[config.mk]
export PLATFORM = sky130hd
export DESIGN_NAME = sound_top
export DESIGN_NICKNAME = d
export VERILOG_FILES = /design/src/rtl/sound_audio_pkg.sv /design/src/rtl/sound_regs_pkg.sv /design/src/rtl/sound_src_if.sv /design/src/rtl/sound_mixer.sv /design/src/rtl/sound_top.sv /design/src/rtl/sound_voices.sv /design/src/rtl/sound_wb_regs.sv
export SDC_FILE = /design/constraint.sdc
export NUM_CORES = 1
export LEC_CHECK = 0
export BUFFER_PORTS_ARGS = -buffer_cell sky130_fd_sc_hd__buf_2
export CORE_ASPECT_RATIO = 1.25
export CORE_MARGIN = 3
export CORE_UTILIZATION = 48
export DETAILED_ROUTE_END_ITERATION = 7
export GPL_ROUTABILITY_DRIVEN = 0
export HOLD_SLACK_MARGIN = 0.05
export PLACE_DENSITY = 0.65
export SKIP_CTS_REPAIR_TIMING = 1
export SYNTH_ARGS = -nofsm -noshare
export SYNTH_HDL_FRONTEND = slang
export SYNTH_SLANG_ARGS = --single-unit
[constraint.sdc]
create_clock -name clk -period 5.7 [get_ports clk]
set_clock_uncertainty 0.1 [all_clocks]
set_input_delay 0.285 -clock clk [delete_from_list [all_inputs] [get_ports clk]]
set_output_delay 0.285 -clock clk [all_outputs]
set_load 0.005 [all_outputs]
[src/rtl/sound_audio_pkg.sv]
// audio sample format of the sound block
// saturation limits, speaker levels, divider floor, tone scaling
package sound_audio_pkg;

    // ----------------------------------------------------------
    // sample format
    // ----------------------------------------------------------
    typedef logic signed [15:0] sample_t;   // two's complement PCM

    localparam sample_t SAMPLE_MAX = 16'sd32767;
    localparam sample_t SAMPLE_MIN = -16'sd32768;

    // ----------------------------------------------------------
    // source scaling
    // ----------------------------------------------------------
    localparam sample_t SPK_HIGH = 16'sd16384;    // speaker line high
    localparam sample_t SPK_LOW  = -16'sd16384;   // speaker line low

    // below two clocks the tick would never drop
    localparam logic [15:0] DIV_MIN = 16'd2;

    localparam int TONE_SHIFT = 7;   // 8-bit amplitude up to 15-bit magnitude

endpackage

[src/rtl/sound_regs_pkg.sv]
// register map of the sound slave
// control register bit positions and divider reset value
// DSP opcodes and command decoder states
package sound_regs_pkg;

    // ----------------------------------------------------------
    // register addresses, 4-bit offsets on the slave
    // ----------------------------------------------------------
    localparam logic [3:0] REG_CTRL      = 4'h0;   // tone/speaker control
    localparam logic [3:0] REG_TONE_LO   = 4'h2;   // tone half period, low byte
    localparam logic [3:0] REG_TONE_HI   = 4'h3;   // tone half period, high byte
    localparam logic [3:0] REG_TONE_AMP  = 4'h4;   // square wave amplitude
    localparam logic [3:0] REG_DIV_LO    = 4'h5;   // clocks per sample, low byte
    localparam logic [3:0] REG_DIV_HI    = 4'h6;   // clocks per sample, high byte
    localparam logic [3:0] REG_SAMPLE_HI = 4'hA;   // upper byte of last mixed sample
    localparam logic [3:0] REG_DSP_DATA  = 4'hC;   // DSP command/data port
    localparam logic [3:0] REG_STATUS    = 4'hE;   // decoder status

    // control register bits
    localparam int CTRL_TONE_EN   = 0;
    localparam int CTRL_SPK_EN    = 1;   // also driven by speaker opcodes
    localparam int CTRL_SPK_LEVEL = 2;   // 1 = high level

    localparam logic [15:0] DIV_RESET = 16'd16;   // clocks per sample out of reset

    // ----------------------------------------------------------
    // DSP command set, subset of the sound-card DSP
    // ----------------------------------------------------------
    typedef enum logic [7:0] {
        DSP_CMD_DAC     = 8'h10,   // next data byte goes to the DAC
        DSP_CMD_SPK_ON  = 8'hD1,
        DSP_CMD_SPK_OFF = 8'hD3
    } dsp_cmd_e;

    typedef enum logic {
        DSP_IDLE     = 1'b0,   // next data write is an opcode
        DSP_WAIT_DAC = 1'b1    // next data write is a DAC byte
    } dsp_state_e;

endpackage

[src/rtl/sound_src_if.sv]
`timescale 1ns/1ps
// source samples of one sample tick, voices stage to mixer
// no ready, the mixer takes every valid
interface sound_src_if;
    import sound_audio_pkg::*;

    logic    valid;     // sample tick, single cycle
    sample_t dac;       // converted direct DAC value
    sample_t tone;      // square wave voice
    sample_t speaker;   // PC speaker level

    modport voices (
        output valid,
        output dac,
        output tone,
        output speaker
    );

    modport mixer (
        input valid,
        input dac,
        input tone,
        input speaker
    );

endinterface

[src/rtl/sound_mixer.sv]
`timescale 1ns/1ps
// three stage saturating mixer
// stage 1 dac + tone, stage 2 + speaker, stage 3 output register
// new_sample three cycles after the source valid
module sound_mixer (
    input  logic                     clk,
    input  logic                     rst_n,
    sound_src_if.mixer               src,
    output sound_audio_pkg::sample_t sample,
    output logic                     new_sample,
    output logic [7:0]               last_sample_hi
);
    import sound_audio_pkg::*;

    logic               s1_valid;
    logic               s2_valid;
    sample_t            s1_sum;     // dac + tone, clipped
    sample_t            s1_spk;     // speaker carried alongside
    sample_t            s2_sum;     // all three, clipped
    logic signed [16:0] raw1;       // unclipped first sum

    // signed add clipped to the 16-bit range
    function automatic sample_t sat_add(input sample_t a, input sample_t b);
        logic signed [16:0] sum;
        sum = a + b;                        // one guard bit
        if (sum > SAMPLE_MAX) begin
            return SAMPLE_MAX;
        end
        if (sum < SAMPLE_MIN) begin
            return SAMPLE_MIN;
        end
        return sample_t'(sum[15:0]);
    endfunction

    assign raw1 = src.dac + src.tone;

    // ----------------------------------------------------------
    // valid bits
    // ----------------------------------------------------------
    always_ff @(posedge clk or negedge rst_n) begin
        if (!rst_n) begin
            s1_valid <= 1'b0;
            s2_valid <= 1'b0;
        end else begin
            s1_valid <= src.valid;
            s2_valid <= s1_valid;
        end
    end

    // ----------------------------------------------------------
    // stages 1 and 2, data follows its valid bit
    // ----------------------------------------------------------
    always_ff @(posedge clk) begin
        s1_sum <= sat_add(src.dac, src.tone);
        s1_spk <= src.speaker;
        s2_sum <= sat_add(s1_sum, s1_spk);
    end

    // ----------------------------------------------------------
    // stage 3, output
    // ----------------------------------------------------------
    always_ff @(posedge clk or negedge rst_n) begin
        if (!rst_n) begin
            sample     <= '0;
            new_sample <= 1'b0;
        end else begin
            new_sample <= s2_valid;
            if (s2_valid) begin
                sample <= s2_sum;           // held until the next tick
            end
        end
    end

    assign last_sample_hi = sample[15:8];

    // positive overflow clips to full scale in the next stage
    a_sat_pos: assert property (@(posedge clk) disable iff (!rst_n)
        src.valid && !src.dac[15] && !src.tone[15] && raw1 > SAMPLE_MAX
        |=> s1_sum == SAMPLE_MAX);

endmodule

[src/rtl/sound_top.sv]
`timescale 1ns/1ps
// sound subsystem top level
// Wishbone register slave, voices stage and mixer, plain ports
module sound_top (
    input  logic        clk,
    input  logic        rst_n,
    input  logic        wb_cyc,
    input  logic        wb_stb,
    input  logic        wb_we,
    input  logic [3:0]  wb_adr,
    input  logic [7:0]  wb_dat_w,
    output logic [7:0]  wb_dat_r,
    output logic        wb_ack,
    output logic [15:0] sample,
    output logic        new_sample
);

    logic        ctrl_tone_en;
    logic        ctrl_spk_en;
    logic        ctrl_spk_level;
    logic        dac_enabled;
    logic        dac_load;
    logic [7:0]  dac_value;
    logic [15:0] tone_half_period;
    logic [7:0]  tone_amp;
    logic [15:0] divider;
    logic [7:0]  last_sample_hi;    // mixer back to readback

    sound_src_if src_if ();         // one tick of source samples

    // ----------------------------------------------------------
    // bus slave
    // ----------------------------------------------------------
    sound_wb_regs u_regs (
        .clk              (clk),
        .rst_n            (rst_n),
        .wb_cyc           (wb_cyc),
        .wb_stb           (wb_stb),
        .wb_we            (wb_we),
        .wb_adr           (wb_adr),
        .wb_dat_w         (wb_dat_w),
        .wb_dat_r         (wb_dat_r),
        .wb_ack           (wb_ack),
        .last_sample_hi   (last_sample_hi),
        .ctrl_tone_en     (ctrl_tone_en),
        .ctrl_spk_en      (ctrl_spk_en),
        .ctrl_spk_level   (ctrl_spk_level),
        .dac_enabled      (dac_enabled),
        .dac_load         (dac_load),
        .dac_value        (dac_value),
        .tone_half_period (tone_half_period),
        .tone_amp         (tone_amp),
        .divider          (divider)
    );

    // ----------------------------------------------------------
    // sources and mixer
    // ----------------------------------------------------------
    sound_voices u_voices (
        .clk              (clk),
        .rst_n            (rst_n),
        .ctrl_tone_en     (ctrl_tone_en),
        .ctrl_spk_en      (ctrl_spk_en),
        .ctrl_spk_level   (ctrl_spk_level),
        .dac_enabled      (dac_enabled),
        .dac_load         (dac_load),
        .dac_value        (dac_value),
        .tone_half_period (tone_half_period),
        .tone_amp         (tone_amp),
        .divider          (divider),
        .src              (src_if)
    );

    sound_mixer u_mixer (
        .clk            (clk),
        .rst_n          (rst_n),
        .src            (src_if),
        .sample         (sample),
        .new_sample     (new_sample),
        .last_sample_hi (last_sample_hi)
    );

endmodule

[src/rtl/sound_voices.sv]
`timescale 1ns/1ps
// sample tick generator and the three sound sources
// DAC unsigned to signed conversion, square wave tone, speaker level
// drives one set of source samples per tick
module sound_voices (
    input  logic        clk,
    input  logic        rst_n,
    input  logic        ctrl_tone_en,
    input  logic        ctrl_spk_en,
    input  logic        ctrl_spk_level,
    input  logic        dac_enabled,
    input  logic        dac_load,
    input  logic [7:0]  dac_value,
    input  logic [15:0] tone_half_period,
    input  logic [7:0]  tone_amp,
    input  logic [15:0] divider,
    sound_src_if.voices src
);
    import sound_audio_pkg::*;

    logic [15:0] tick_cnt;    // clocks left to next tick
    logic        tick;
    logic [7:0]  dac_hold;    // last byte loaded through the DSP port
    logic [15:0] tone_cnt;    // ticks spent in current half period
    logic        tone_pos;    // square wave phase, 1 = positive
    sample_t     dac_s;
    sample_t     tone_mag;
    sample_t     tone_s;
    sample_t     spk_s;

    // ----------------------------------------------------------
    // sample tick, every divider clocks
    // ----------------------------------------------------------
    assign tick = (tick_cnt == 16'd0);

    always_ff @(posedge clk or negedge rst_n) begin
        if (!rst_n) begin
            tick_cnt <= 16'd0;
        end else if (tick) begin
            tick_cnt <= divider - 16'd1;    // divider is at least 2
        end else begin
            tick_cnt <= tick_cnt - 16'd1;
        end
    end

    // ----------------------------------------------------------
    // DAC hold and square wave phase
    // ----------------------------------------------------------
    always_ff @(posedge clk or negedge rst_n) begin
        if (!rst_n) begin
            dac_hold <= 8'h80;
        end else if (dac_load) begin
            dac_hold <= dac_value;
        end
    end

    always_ff @(posedge clk or negedge rst_n) begin
        if (!rst_n) begin
            tone_cnt <= 16'd0;
            tone_pos <= 1'b1;
        end else if (!ctrl_tone_en) begin
            tone_cnt <= 16'd0;              // restart in positive phase
            tone_pos <= 1'b1;
        end else if (tick) begin
            if (tone_cnt + 16'd1 >= tone_half_period) begin
                tone_cnt <= 16'd0;
                tone_pos <= ~tone_pos;      // flip after N ticks
            end else begin
                tone_cnt <= tone_cnt + 16'd1;
            end
        end
    end

    // source values from the current registers
    assign dac_s    = dac_enabled ? sample_t'({~dac_hold[7], dac_hold[6:0], 8'h00}) : '0;
    assign tone_mag = sample_t'({8'h00, tone_amp} << TONE_SHIFT);
    assign tone_s   = !ctrl_tone_en ? '0 : (tone_pos ? tone_mag : -tone_mag);
    assign spk_s    = !ctrl_spk_en ? '0 : (ctrl_spk_level ? SPK_HIGH : SPK_LOW);

    // ----------------------------------------------------------
    // output to the mixer
    // ----------------------------------------------------------
    always_ff @(posedge clk or negedge rst_n) begin
        if (!rst_n) begin
            src.valid <= 1'b0;
        end else begin
            src.valid <= tick;
        end
    end

    always_ff @(posedge clk) begin
        if (tick) begin
            src.dac     <= dac_s;
            src.tone    <= tone_s;
            src.speaker <= spk_s;
        end
    end

    // relies on the divider floor set in the bus slave
    a_valid_pulse: assert property (@(posedge clk) disable iff (!rst_n)
        src.valid |=> !src.valid);

endmodule

[src/rtl/sound_wb_regs.sv]
`timescale 1ns/1ps
// Wishbone classic register slave of the sound block
// register file with divider clamp, DSP command decoder,
// registered readback
module sound_wb_regs (
    input  logic        clk,
    input  logic        rst_n,
    input  logic        wb_cyc,
    input  logic        wb_stb,
    input  logic        wb_we,
    input  logic [3:0]  wb_adr,
    input  logic [7:0]  wb_dat_w,
    output logic [7:0]  wb_dat_r,
    output logic        wb_ack,
    input  logic [7:0]  last_sample_hi,
    output logic        ctrl_tone_en,
    output logic        ctrl_spk_en,
    output logic        ctrl_spk_level,
    output logic        dac_enabled,
    output logic        dac_load,
    output logic [7:0]  dac_value,
    output logic [15:0] tone_half_period,
    output logic [7:0]  tone_amp,
    output logic [15:0] divider
);
    import sound_regs_pkg::*;
    import sound_audio_pkg::*;

    logic        held;        // request taken, stb not yet dropped
    logic        access;      // first cycle of a fresh request
    logic        wr;
    logic [15:0] div_q;       // divider as written
    logic [7:0]  rd_data;
    dsp_state_e  dsp_state;

    assign access  = wb_cyc && wb_stb && !held;
    assign wr      = access && wb_we;
    assign divider = (div_q < DIV_MIN) ? DIV_MIN : div_q;   // floor at two clocks

    // ----------------------------------------------------------
    // bus handshake, ack one cycle after the request
    // ----------------------------------------------------------
    always_ff @(posedge clk or negedge rst_n) begin
        if (!rst_n) begin
            wb_ack   <= 1'b0;
            held     <= 1'b0;
            wb_dat_r <= 8'h00;
        end else begin
            wb_ack   <= access;
            held     <= wb_stb && (held || access);             // wait for stb low
            wb_dat_r <= (access && !wb_we) ? rd_data : 8'h00;   // valid with ack
        end
    end

    // ----------------------------------------------------------
    // register file and DSP command decoder
    // ----------------------------------------------------------
    always_ff @(posedge clk or negedge rst_n) begin
        if (!rst_n) begin
            ctrl_tone_en     <= 1'b0;
            ctrl_spk_en      <= 1'b0;
            ctrl_spk_level   <= 1'b0;
            tone_half_period <= 16'd0;
            tone_amp         <= 8'd0;
            div_q            <= DIV_RESET;
            dac_enabled      <= 1'b0;
            dac_value        <= 8'h80;      // mid scale, converts to 0
            dac_load         <= 1'b0;
            dsp_state        <= DSP_IDLE;
        end else begin
            dac_load <= 1'b0;               // single pulse per data byte
            if (wr) begin
                case (wb_adr)
                    REG_CTRL: begin
                        ctrl_tone_en   <= wb_dat_w[CTRL_TONE_EN];
                        ctrl_spk_en    <= wb_dat_w[CTRL_SPK_EN];
                        ctrl_spk_level <= wb_dat_w[CTRL_SPK_LEVEL];
                    end
                    REG_TONE_LO:  tone_half_period[7:0]  <= wb_dat_w;
                    REG_TONE_HI:  tone_half_period[15:8] <= wb_dat_w;
                    REG_TONE_AMP: tone_amp               <= wb_dat_w;
                    REG_DIV_LO:   div_q[7:0]             <= wb_dat_w;
                    REG_DIV_HI:   div_q[15:8]            <= wb_dat_w;
                    REG_DSP_DATA: begin
                        if (dsp_state == DSP_WAIT_DAC) begin
                            dac_value <= wb_dat_w;      // data byte of the DAC opcode
                            dac_load  <= 1'b1;
                            dsp_state <= DSP_IDLE;
                        end else begin
                            case (wb_dat_w)
                                DSP_CMD_DAC: begin
                                    dsp_state   <= DSP_WAIT_DAC;
                                    dac_enabled <= 1'b1;
                                end
                                DSP_CMD_SPK_ON:  ctrl_spk_en <= 1'b1;
                                DSP_CMD_SPK_OFF: ctrl_spk_en <= 1'b0;
                                default:         ;          // unknown opcode, no effect
                            endcase
                        end
                    end
                    default: ;
                endcase
            end
        end
    end

    // ----------------------------------------------------------
    // readback mux
    // ----------------------------------------------------------
    always_comb begin
        case (wb_adr)
            REG_CTRL:      rd_data = {5'd0, ctrl_spk_level, ctrl_spk_en, ctrl_tone_en};
            REG_TONE_LO:   rd_data = tone_half_period[7:0];
            REG_TONE_HI:   rd_data = tone_half_period[15:8];
            REG_TONE_AMP:  rd_data = tone_amp;
            REG_DIV_LO:    rd_data = div_q[7:0];
            REG_DIV_HI:    rd_data = div_q[15:8];
            REG_SAMPLE_HI: rd_data = last_sample_hi;
            REG_DSP_DATA:  rd_data = dac_value;
            REG_STATUS:    rd_data = {6'd0, dac_enabled, dsp_state == DSP_WAIT_DAC};
            default:       rd_data = 8'h00;     // unmapped
        endcase
    end

    // a held request must not be acked a second time
    a_ack_single: assert property (@(posedge clk) disable iff (!rst_n)
        wb_ack |=> !wb_ack);

endmodule

### Word-level counts from Yosys, hierarchy flattened

Index checks and enable logic that the tools add are counted.

* register bits: 221
* input port bits: 17
* output and inout port bits: 26
* logic and storage cells: 120

* add/sub/neg operators: 6
* $lt $le $gt $ge: 6
* eq/ne operators: 15
* multiplexer cells: 34
* bitwise gates (word level): 4
* reduce and logical (&&, ||, !) cells: 23

Operators by type and width (number)
* 16-bit 2-to-1 mux: 14
* 8-bit one-hot mux with 9 select lines: 1
* 16-bit by 16-bit adder with 17-bit output: 2
* 17-bit by 16-bit greater-than comparator with 1-bit output (second input constant): 2
* 17-bit by 16-bit < comparator with 1-bit output (second input constant): 2
* 16-bit by 1-bit subtractor with 16-bit output (second input constant): 2
* 16-bit by 1-bit adder with 16-bit output (second input constant): 1
* 8-bit == test (second input constant): 2
* 16-bit greater-or-equal comparator: 1
* 16-bit zero test: 1
* 16-bit by 2-bit < comparator with 1-bit output (second input constant): 1
* 15-bit negator with 16-bit output: 1
* 2-bit AND reduction: 8
* 1-bit 2-to-1 mux: 15
* 15-bit 2-to-1 mux: 1
* 4-bit by 3-bit == test with 1-bit output (second input constant): 3
* 4-bit == test (second input constant): 3
* 4-bit by 2-bit == test with 1-bit output (second input constant): 2
* 8-bit by 5-bit == test with 1-bit output (second input constant): 1
* 8-bit 2-to-1 mux: 1
* 4-bit AND reduction: 2
* 1-bit logical AND: 5
* 4-bit zero test: 1
* 2-bit by 1-bit != test with 1-bit output (second input constant): 2
* other kinds (9): 14

### Logic depth before layout (Yosys ltp)

Gate-level depths: netlist (run 1).

* word-level depth: 6
* gate-level depth with buffers: 15
* mapped depth without buffers: 13

### Cells and area by module

Synthesis (run 1) repeated with hierarchy kept, for this count alone.

* cells, all modules: 1142
* area, all modules: 11334.6 µm²

By module, submodules not included
* sound_voices: instances 1, cells each 424, area each 4073.9 µm², sequential area each 1624.1 µm²
* sound_mixer: instances 1, cells each 448, area each 4047.6 µm², sequential area each 1436.4 µm²
* sound_wb_regs: instances 1, cells each 270, area each 3213.1 µm², sequential area each 1604.0 µm²

### Worst setup path after synthesis (run 1)

OpenSTA, ideal clock, no wires.

* kind: register to register
* start: register u_voices.tone_cnt[0]
* end: register u_voices.tone_cnt[14]
* setup time: 0.079 ns
* data arrival time: 3.259 ns
* data required time: 5.521 ns
* path slack: 2.262 ns
* cell stages (with the launch flop): 16
* path buffers: 2
* clock period less this slack: 3.438 ns
* cell sequence: dfrtp_1 > ha_1 > nand3_1 > nor2_1 > and3_1 > clkbuf_1 > nand3_1 > xnor2_1 > ha_1 > a21o_1 > a21oi_1 > nor2b_1 > a2111oi_2 > clkbuf_1 > nand4b_1 > mux2i_1

* word-level cells in the longest chain between the ends: 5

Ends and longest elaborated chain
* start, declared: RTL line sound_voices.sv:24 `logic [15:0] tone_cnt;`
* start signal, assigned: RTL line sound_voices.sv:69 `tone_cnt <= tone_cnt + 16'd1;`
* 16-bit by 1-bit adder with 16-bit output *: RTL line sound_voices.sv:65, sound_voices.sv:69
* 16-bit greater-or-equal comparator: RTL line sound_voices.sv:65 `if (tone_cnt + 16'd1 >= tone_half_period) begin`
* 16-bit 2-to-1 mux *: RTL line sound_voices.sv:65
* 16-bit 2-to-1 mux *: RTL line sound_voices.sv:64 `end else if (tick) begin`
* 16-bit 2-to-1 mux *: RTL line sound_voices.sv:61 `end else if (!ctrl_tone_en) begin`

Every way passes the cells marked *; elsewhere a longest branch is shown, timed or not. The select of a mux whose other input is x is not followed.
A chain may end at the register's enable or synchronous reset.

### Final worst setup path (run 1)

* start: register u_voices.tick_cnt[5]
* end: register u_voices.tick_cnt[6]

* word-level cells in the longest chain between the ends: 2
* elaborated cells between the ends (all ways): 3
* classes of those cells: 1 x add/sub; 1 x mux; 1 x reduce/logical

Ends and longest elaborated chain
* start, declared: RTL line sound_voices.sv:21 `logic [15:0] tick_cnt;`
* start signal, assigned: RTL line sound_voices.sv:40 `tick_cnt <= divider - 16'd1;`
* start signal, assigned: RTL line sound_voices.sv:42 `tick_cnt <= tick_cnt - 16'd1;`
* 16-bit by 1-bit subtractor with 16-bit output or 16-bit zero test (tied branches): RTL line sound_voices.sv:42, sound_voices.sv:34
* 16-bit 2-to-1 mux *: RTL line sound_voices.sv:39 `end else if (tick) begin`

Every way passes the cells marked *; elsewhere a longest branch is shown, timed or not.

==> run_results.csv, run 1 <==
group,metric,value,unit
outcome,status,"finished, final reports clean",
critical_path,critPathMaxFanout,39,
critical_path,slowest_stage,"inv_2",
critical_path,crit_type,"reg -> reg",
route,wl_per_cell,19.0,um
clock_tree,clkSinkCount,160,
route,vias_per_cell,5.92,
critical_path,ff2ff_setup_slack,1.73,ns
synth,yosysTopAreaCellShare,0.355,
floorplan,initial_core_util,0.494,
route,wirelength,19300,um
synth,synth.net_count,801,
place,port_buffers,42,
synth,ys_types,69,
synth,synth_seq_cells,160,
timing,setup_viol,0,
critical_path,reg2reg_to,"u_voices.tick_cnt[6]",
cells_and_area,final_cell_area,9060,um^2
route,drt-pass1-iter-count,6,
clock_tree,cts_buffer_depth,2,
timing,hold_viol,0,
synth,synthFlopType,"dfrtp_1",
grt,grt_usage,0.221,
timing,worstMarginPinSlew,1.01,ns
timing,fmax,252,MHz
job,maxCapViolCount,0,
floorplan,num_rows,52,
critical_path,rr_startpoint,"u_voices.tick_cnt[5]",
cells_and_area,layout-drive-gt1-share,0.209,
timing,relSlewSlack,0.326,
grt,grt_pass1_vias,5876,
power_and_ir_drop,total_power,2.85,mW
route,vias,6017,
place,dpl.hpwl,14200,um
power_and_ir_drop,power.leakage,4.08,nW
clock_tree,cts_buffers,17,
critical_path,crit_path_max_incr_delay,0.61,ns
critical_path,path_cells,"or4_4 -> nor4_4 -> nand2_2 -> inv_2 -> a31oi_1 -> ha_1 -> nand2_1 -> a211oi_1 -> nor2b_1 -> mux2i_1 -> a221o_1",
grt,grt_overflow,0,
synth,synthesis.area,8110,um^2
cells_and_area,syn_to_final_growth,11.7,%
route,postRouteAntennaNets,0,
power_and_ir_drop,combPwrFrac,0.142,
synth,avgSynthCellArea,10.8,um^2
power_and_ir_drop,p_int,2.03,mW
clock_tree,path_clk_slew,0.07,ns
critical_path,worstPathRequired,5.90,ns
worst_hold_path,hp-class,"in -> reg",
route,drc,0,
grt,grt_pass1_wl,31300,um
worst_hold_path,whs_path_depth,3,
power_and_ir_drop,power.switching,0.822,mW
synth,synth_top_area_cell,"dfrtp_1",
synth,netlist_top_cells_area,"dfrtp_1 36%, mux2_2 9.7%, edfxtp_1 7.0%, dfxtp_1 5.4%, ha_1 4.3%",
worst_hold_path,min_to,"u_regs.wb_ack",
synth,synth-edff-count,19,
power_and_ir_drop,seqPwrFrac,0.479,
power_and_ir_drop,p_per_area,315,nW/um^2
grt,grt_max_degree,79,
synth,async_flop_share,0.744,
power_and_ir_drop,p_sw_frac,0.289,
worst_hold_path,hold_start,"wb_cyc",
critical_path,cp_num_buf_inv,1,
timing,rsz0062_at_grt,"false",
power_and_ir_drop,peakVddDrop,206,uV
grt,antenna_found_initial,1,
timing,min_period,3.97,ns
synth,syn_inst,753,
place,place_area,8460,um^2
critical_path,setup.worst_path.end_class,"register",
floorplan,core-area,16400,um^2
critical_path,ff2ff_path_depth,11,
timing,tns,0,ns
synth,ys_warn_count,0,
clock_tree,cts_root_buf,"clkbuf_16",
critical_path,critPathLaunchType,"register",
clock_tree,htreeDepth,4,
route,first_iter_violations,660,
timing,finalCritPeriodShare,0.696,
clock_tree,cts_tree,"yes",
floorplan,dieArea,18500,um^2
floorplan,num_io_pins,43,
timing,fin_ws,1.73,ns
timing,slew_violations,0,
clock_tree,clk_latency,0.43,ns
place,pre_cts_slack,1.79,ns
floorplan,die_w,122,um
floorplan,die_h,151,um
critical_path,cp_data_arrival_time,4.17,ns
cells_and_area,nets,835,
critical_path,cp_top_family,"simple AND/OR/NAND/NOR gates",
synth,ys_seq_area_frac,0.493,
power_and_ir_drop,pwr-share-clk,0.378,
cells by family after synthesis:
kind of cell	synth area share
DFF	0.493
xor gates and xnor gates	0.0324
AOI/OAI and AO/OA	0.123
adders and majority gates	0.0617
muxes	0.117
buffers and inverters	0.0363
and+or+nand+nor	0.137
metrics by stage:
step / utilization / cells / hold slack, ns
4_1_cts: 0.550 / 1013 / -0.246
6_report: 0.552 / 1017 / 0.0577
5_1_grt: 0.552 / 1016 / 0.0723
3_5_place_dp: 0.516 / 981 / 0.205
2_1_floorplan: - / 753 / -0.111
3_3_place_gp: 0.516 / 981 / 0.196
power groups by stage:
stage                     Clock (mW)  Combinational [mW]  Sequential [mW]
after floorplan                    0               0.291             1.35
after global placement             0               0.391             1.38
after detailed placement           0               0.403             1.39
after CTS                       1.09               0.405             1.36
after global routing            1.15               0.454             1.38
final                           1.08               0.406             1.37
layout make-up:
class | count | area (um^2)
Inverter | 36 | 135
Antenna cell | 1 | 2.50
Clock buffer | 19 | 464
Tap cell | 216 | 270
Fill cell | 1437 | 7340
Multi-Input combinational cell | 523 | 3820
Sequential cell | 160 | 3990
Timing Repair Buffer | 49 | 273
Clock inverter | 13 | 100
worst reg2reg max path, delay by kind of cell, from the launching register on:
kind	cells	cell delay, ns
fa+ha+maj	1	0.30
mux	1	0.13
simple gates	5	1.62
compound gates	3	0.66
flops	1	0.42
buf+inv	1	0.61
flip-flops by register name (all words and copies together) (netlist names), 2 cells and up:
register and cells:
u_voices.src.speaker 2, u_voices.dac_hold 8, u_voices.src.dac 8, u_mixer.s1_spk 2, u_regs.wb_dat_r 8, u_mixer.sample 10
u_regs.div_q 16, u_regs.tone_half_period 16, u_mixer.s2_sum 10, u_regs.tone_amp 8, u_voices.src.tone 9, u_voices.tick_cnt 16
u_voices.tone_cnt 16, u_mixer.s1_sum 10, u_regs.dac_value 8
Yosys cell counts, types with 3 or more instances:
cell,n
o211ai_1,5
or3_1,8
a222oi_1,5
nor4_1,5
a41o_1,3
inv_1,32
nand4_1,9
o21a_1,9
nor2_1,44
xor2_1,9
nand2_1,60
a221oi_1,3
nand2b_1,10
xnor2_1,21
a21oi_1,37
fa_1,3
dfstp_2,4
a31oi_1,12
buf_4,8
a22o_1,6
maj3_1,9
mux2i_1,16
clkbuf_1,22
o22ai_1,3
o21ai_0,33
nand3_1,20
nor3_1,17
and3_1,7
and2_1,11
o31ai_1,3
buf_1,3
a22oi_1,3
nor2b_1,12
a21o_1,7
dfrtp_1,115
mux2_2,70
edfxtp_1,19
dfxtp_1,22
ha_1,28
placed cells by master, fill, tap and decap left out, drive strengths merged, types with 20 or more instances in the layout:
master  Yosys  final
xnor2      21     21
ha         28     28
inv        34     40
nand3      20     20
a21oi      38     38
dfrtp     115    115
dfxtp      22     22
nand2      61     61
mux2       70     70
o21ai      33     33
nor2       44     44
buf        12     46
how the worst max path moves through the flow:
stage | endpoint | cells past startpoint | start | slack, ns
final | u_voices.tick_cnt[6] | 11 | u_voices.tick_cnt[5] | 1.73
after global routing | u_voices.tick_cnt[6] | 11 | u_voices.tick_cnt[5] | 1.47
after CTS | u_voices.tick_cnt[6] | 11 | u_voices.tick_cnt[5] | 1.76
after detailed placement | u_voices.tick_cnt[6] | 11 | u_voices.tick_cnt[5] | 1.79
after global placement | u_voices.tick_cnt[6] | 11 | u_voices.tick_cnt[5] | 1.86
after floorplan | u_voices.tone_cnt[14] | 15 | u_voices.tone_cnt[0] | 2.26
per-layer routing:
layer  global-route usage  share of wire
met1                0.286           0.41
met2                0.361           0.48
met3               0.0508          0.067
met4               0.0846          0.038
met5                    0        0.00067
(Power assumes the default switching activity.)
==> run 2, diff against run 1 <==
--- a/config.mk
+++ b/config.mk
@@ -12,7 +12,7 @@
 export DETAILED_ROUTE_END_ITERATION = 7
 export GPL_ROUTABILITY_DRIVEN = 0
 export HOLD_SLACK_MARGIN = 0.05
-export PLACE_DENSITY = 0.65
+export PLACE_DENSITY = 0.68
 export SKIP_CTS_REPAIR_TIMING = 1
 export SYNTH_ARGS = -nofsm -noshare
 export SYNTH_HDL_FRONTEND = slang
==> constraint.sdc (replaced) <==
create_clock -name clk -period 3.6 [get_ports clk]
set_clock_uncertainty 0.1 [all_clocks]
set_input_delay 0.18 -clock clk [delete_from_list [all_inputs] [get_ports clk]]
set_output_delay 0.18 -clock clk [all_outputs]
set_load 0.005 [all_outputs]
==> run 2 against run 1 <==
Effect of this change: total power is 57% higher; critical endpoint unchanged; core utilization is 0.39 points higher; highest routed layer is now met4; non-clock buffer count is 6 higher; die area unchanged; critical path type unchanged; first-iteration DRC count decreased by 33%; combinational power grew 60%; worst hold slack got worse by 0.0091 ns; clock power up 55%; maximum frequency is 18% higher; critical path depth decreased by 1; largest power group unchanged.
==> run_results.csv, run 2 (same netlist as run 1, synthesis figures left out) <==
group,metric,value,unit
worst_hold_path,hold_start,"wb_dat_w[2]",
worst_hold_path,hp-class,"in -> reg",
timing,fmax,297,MHz
grt,grt_pass1_wl,31400,um
clock_tree,cts_buffer_depth,2,
route,vias_per_cell,5.86,
cells_and_area,nets,841,
clock_tree,cts_tree,"yes",
timing,rsz0062_at_grt,"false",
clock_tree,htreeDepth,4,
power_and_ir_drop,peakVddDrop,320,uV
critical_path,critPathMaxFanout,7,
grt,grt_overflow,0,
clock_tree,path_clk_slew,0.06,ns
critical_path,rr_startpoint,"u_regs.div_q[5]",
critical_path,cp_data_arrival_time,3.56,ns
route,first_iter_violations,445,
critical_path,crit_start,"u_regs.div_q[5]",
timing,setup_viol,0,
critical_path,crit_type,"reg -> reg",
power_and_ir_drop,p_per_area,492,nW/um^2
outcome,status,"finished, final reports clean",
timing,tns,0,ns
power_and_ir_drop,power.leakage,4.11,nW
timing,min_period,3.36,ns
timing,relSlewSlack,0.499,
critical_path,ff2ff_setup_slack,0.24,ns
floorplan,die_h,151,um
cells_and_area,layout-drive-gt1-share,0.210,
place,dpl.hpwl,14200,um
critical_path,setup.worst_path.end_class,"register",
cells_and_area,layout_commonest_cell,"dfrtp_1",
cells_and_area,utilization,0.556,
clock_tree,clk_latency,0.42,ns
critical_path,reg2reg_to,"u_voices.tick_cnt[6]",
cells_and_area,n_antenna_cell,0,
place,port_buffers,42,
cells_and_area,syn_to_final_growth,12.5,%
floorplan,num_rows,52,
route,wl_per_cell,19.2,um
route,wirelength,19600,um
grt,grt_usage,0.223,
clock_tree,cts_root_buf,"clkbuf_16",
critical_path,critPathLaunchType,"register",
timing,hold_viol,0,
route,drt-pass1-iter-count,6,
place,place_area,8520,um^2
grt,grt_max_degree,66,
clock_tree,clkSinkCount,160,
floorplan,core-area,16400,um^2
critical_path,worstPathRequired,3.80,ns
critical_path,ff2ff_path_depth,10,
timing,worstMarginPinSlew,0.751,ns
timing,finalCritPeriodShare,0.934,
route,postRouteAntennaNets,0,
grt,grt_pass1_vias,6057,
cells_and_area,mostFrequentLayoutCells,"115 x dfrtp_1, 70 x mux2_2, 60 x nand2_1, 44 x nor2_1, 41 x buf_2",
floorplan,initial_core_util,0.494,
floorplan,dieArea,18500,um^2
critical_path,critPathCapture,"u_voices.tick_cnt[6]",
cells_and_area,final_cell_area,9120,um^2
timing,slew_violations,0,
clock_tree,cts_buffers,17,
job,maxCapViolCount,0,
floorplan,die_w,122,um
grt,antenna_found_initial,0,
floorplan,num_io_pins,43,
route,drc,0,
route,vias,5994,
## run 2: cell types whose count changed in the layout (fill, tap and decap cells not counted), sizes merged
cell / before / now
bufinv: 0 / 1
diode: 1 / 0
buf: 46 / 51
clkinvlp: 1 / 3
dlygate4sd3: 3 / 4
inv: 40 / 35
clkinv: 8 / 6
clkbuf: 19 / 23
## run 2: stage by stage
| stage | power [mW] | instances | hold WS, ns | worst slack (ns) |
|---|---|---|---|---|
| detailed placement | 2.83 | 986 | 0.202 | 0.173 |
| finish | 4.48 | 1022 | 0.0485 | 0.237 |
| global placement | 2.81 | 986 | 0.195 | 0.330 |
| CTS | 4.51 | 1018 | -0.248 | 0.143 |
| global route | 4.69 | 1022 | 0.0594 | 0.00788 |
| floorplan | 2.59 | 753 | -0.216 | 0.162 |
## run 2: area by class of cell
class                           count  area [um^2]
Fill cell                        1406         7280
Inverter                           36          135
Timing Repair Buffer               55          345
Multi-Input combinational cell    523         3820
Tap cell                          216          270
Sequential cell                   160         3990
Clock buffer                       23          468
Clock inverter                      9         85.1
## run 2: routing by layer
layer	part of all wire	wire length, um	global-route usage	vias to the layer above
met3	0.056	1100	0.0459	55
met2	0.49	9550	0.371	232
li1	-	-	-	2795
met4	0.043	850	0.118	0
met1	0.41	8120	0.272	2912
met5	0	0	0	-
## run 2: worst max-delay path: stages, from the launching register on
cell and delay [ns]:
dfrtp_1 0.45, nor3_1 0.31, nand2b_1 0.15, or3_1 0.46, a31oi_1 0.25, ha_1 0.31, nand2_1 0.12, a211oi_2 0.33
nor2b_1 0.30, mux2i_1 0.11, a221o_1 0.36
## run 2: how the worst min path moves through the flow
stage / to / slack (ns) / cells past startpoint
after global routing: u_regs.tone_amp[5] / 0.06 / 2
final: u_regs.div_q[2] / 0.05 / 3
after global placement: u_voices.dac_hold[6] / 0.20 / 1
after floorplan: u_mixer.new_sample / -0.22 / 0
after detailed placement: u_regs.dac_value[6] / 0.20 / 1
after CTS: u_regs.tone_amp[6] / -0.25 / 1
## run 2: power by group
group	leakage [nW]	switching (mW)	internal (mW)
logic	1.87	0.365	0.285
clock network	0.264	0.685	0.986
registers	1.97	0.183	1.98
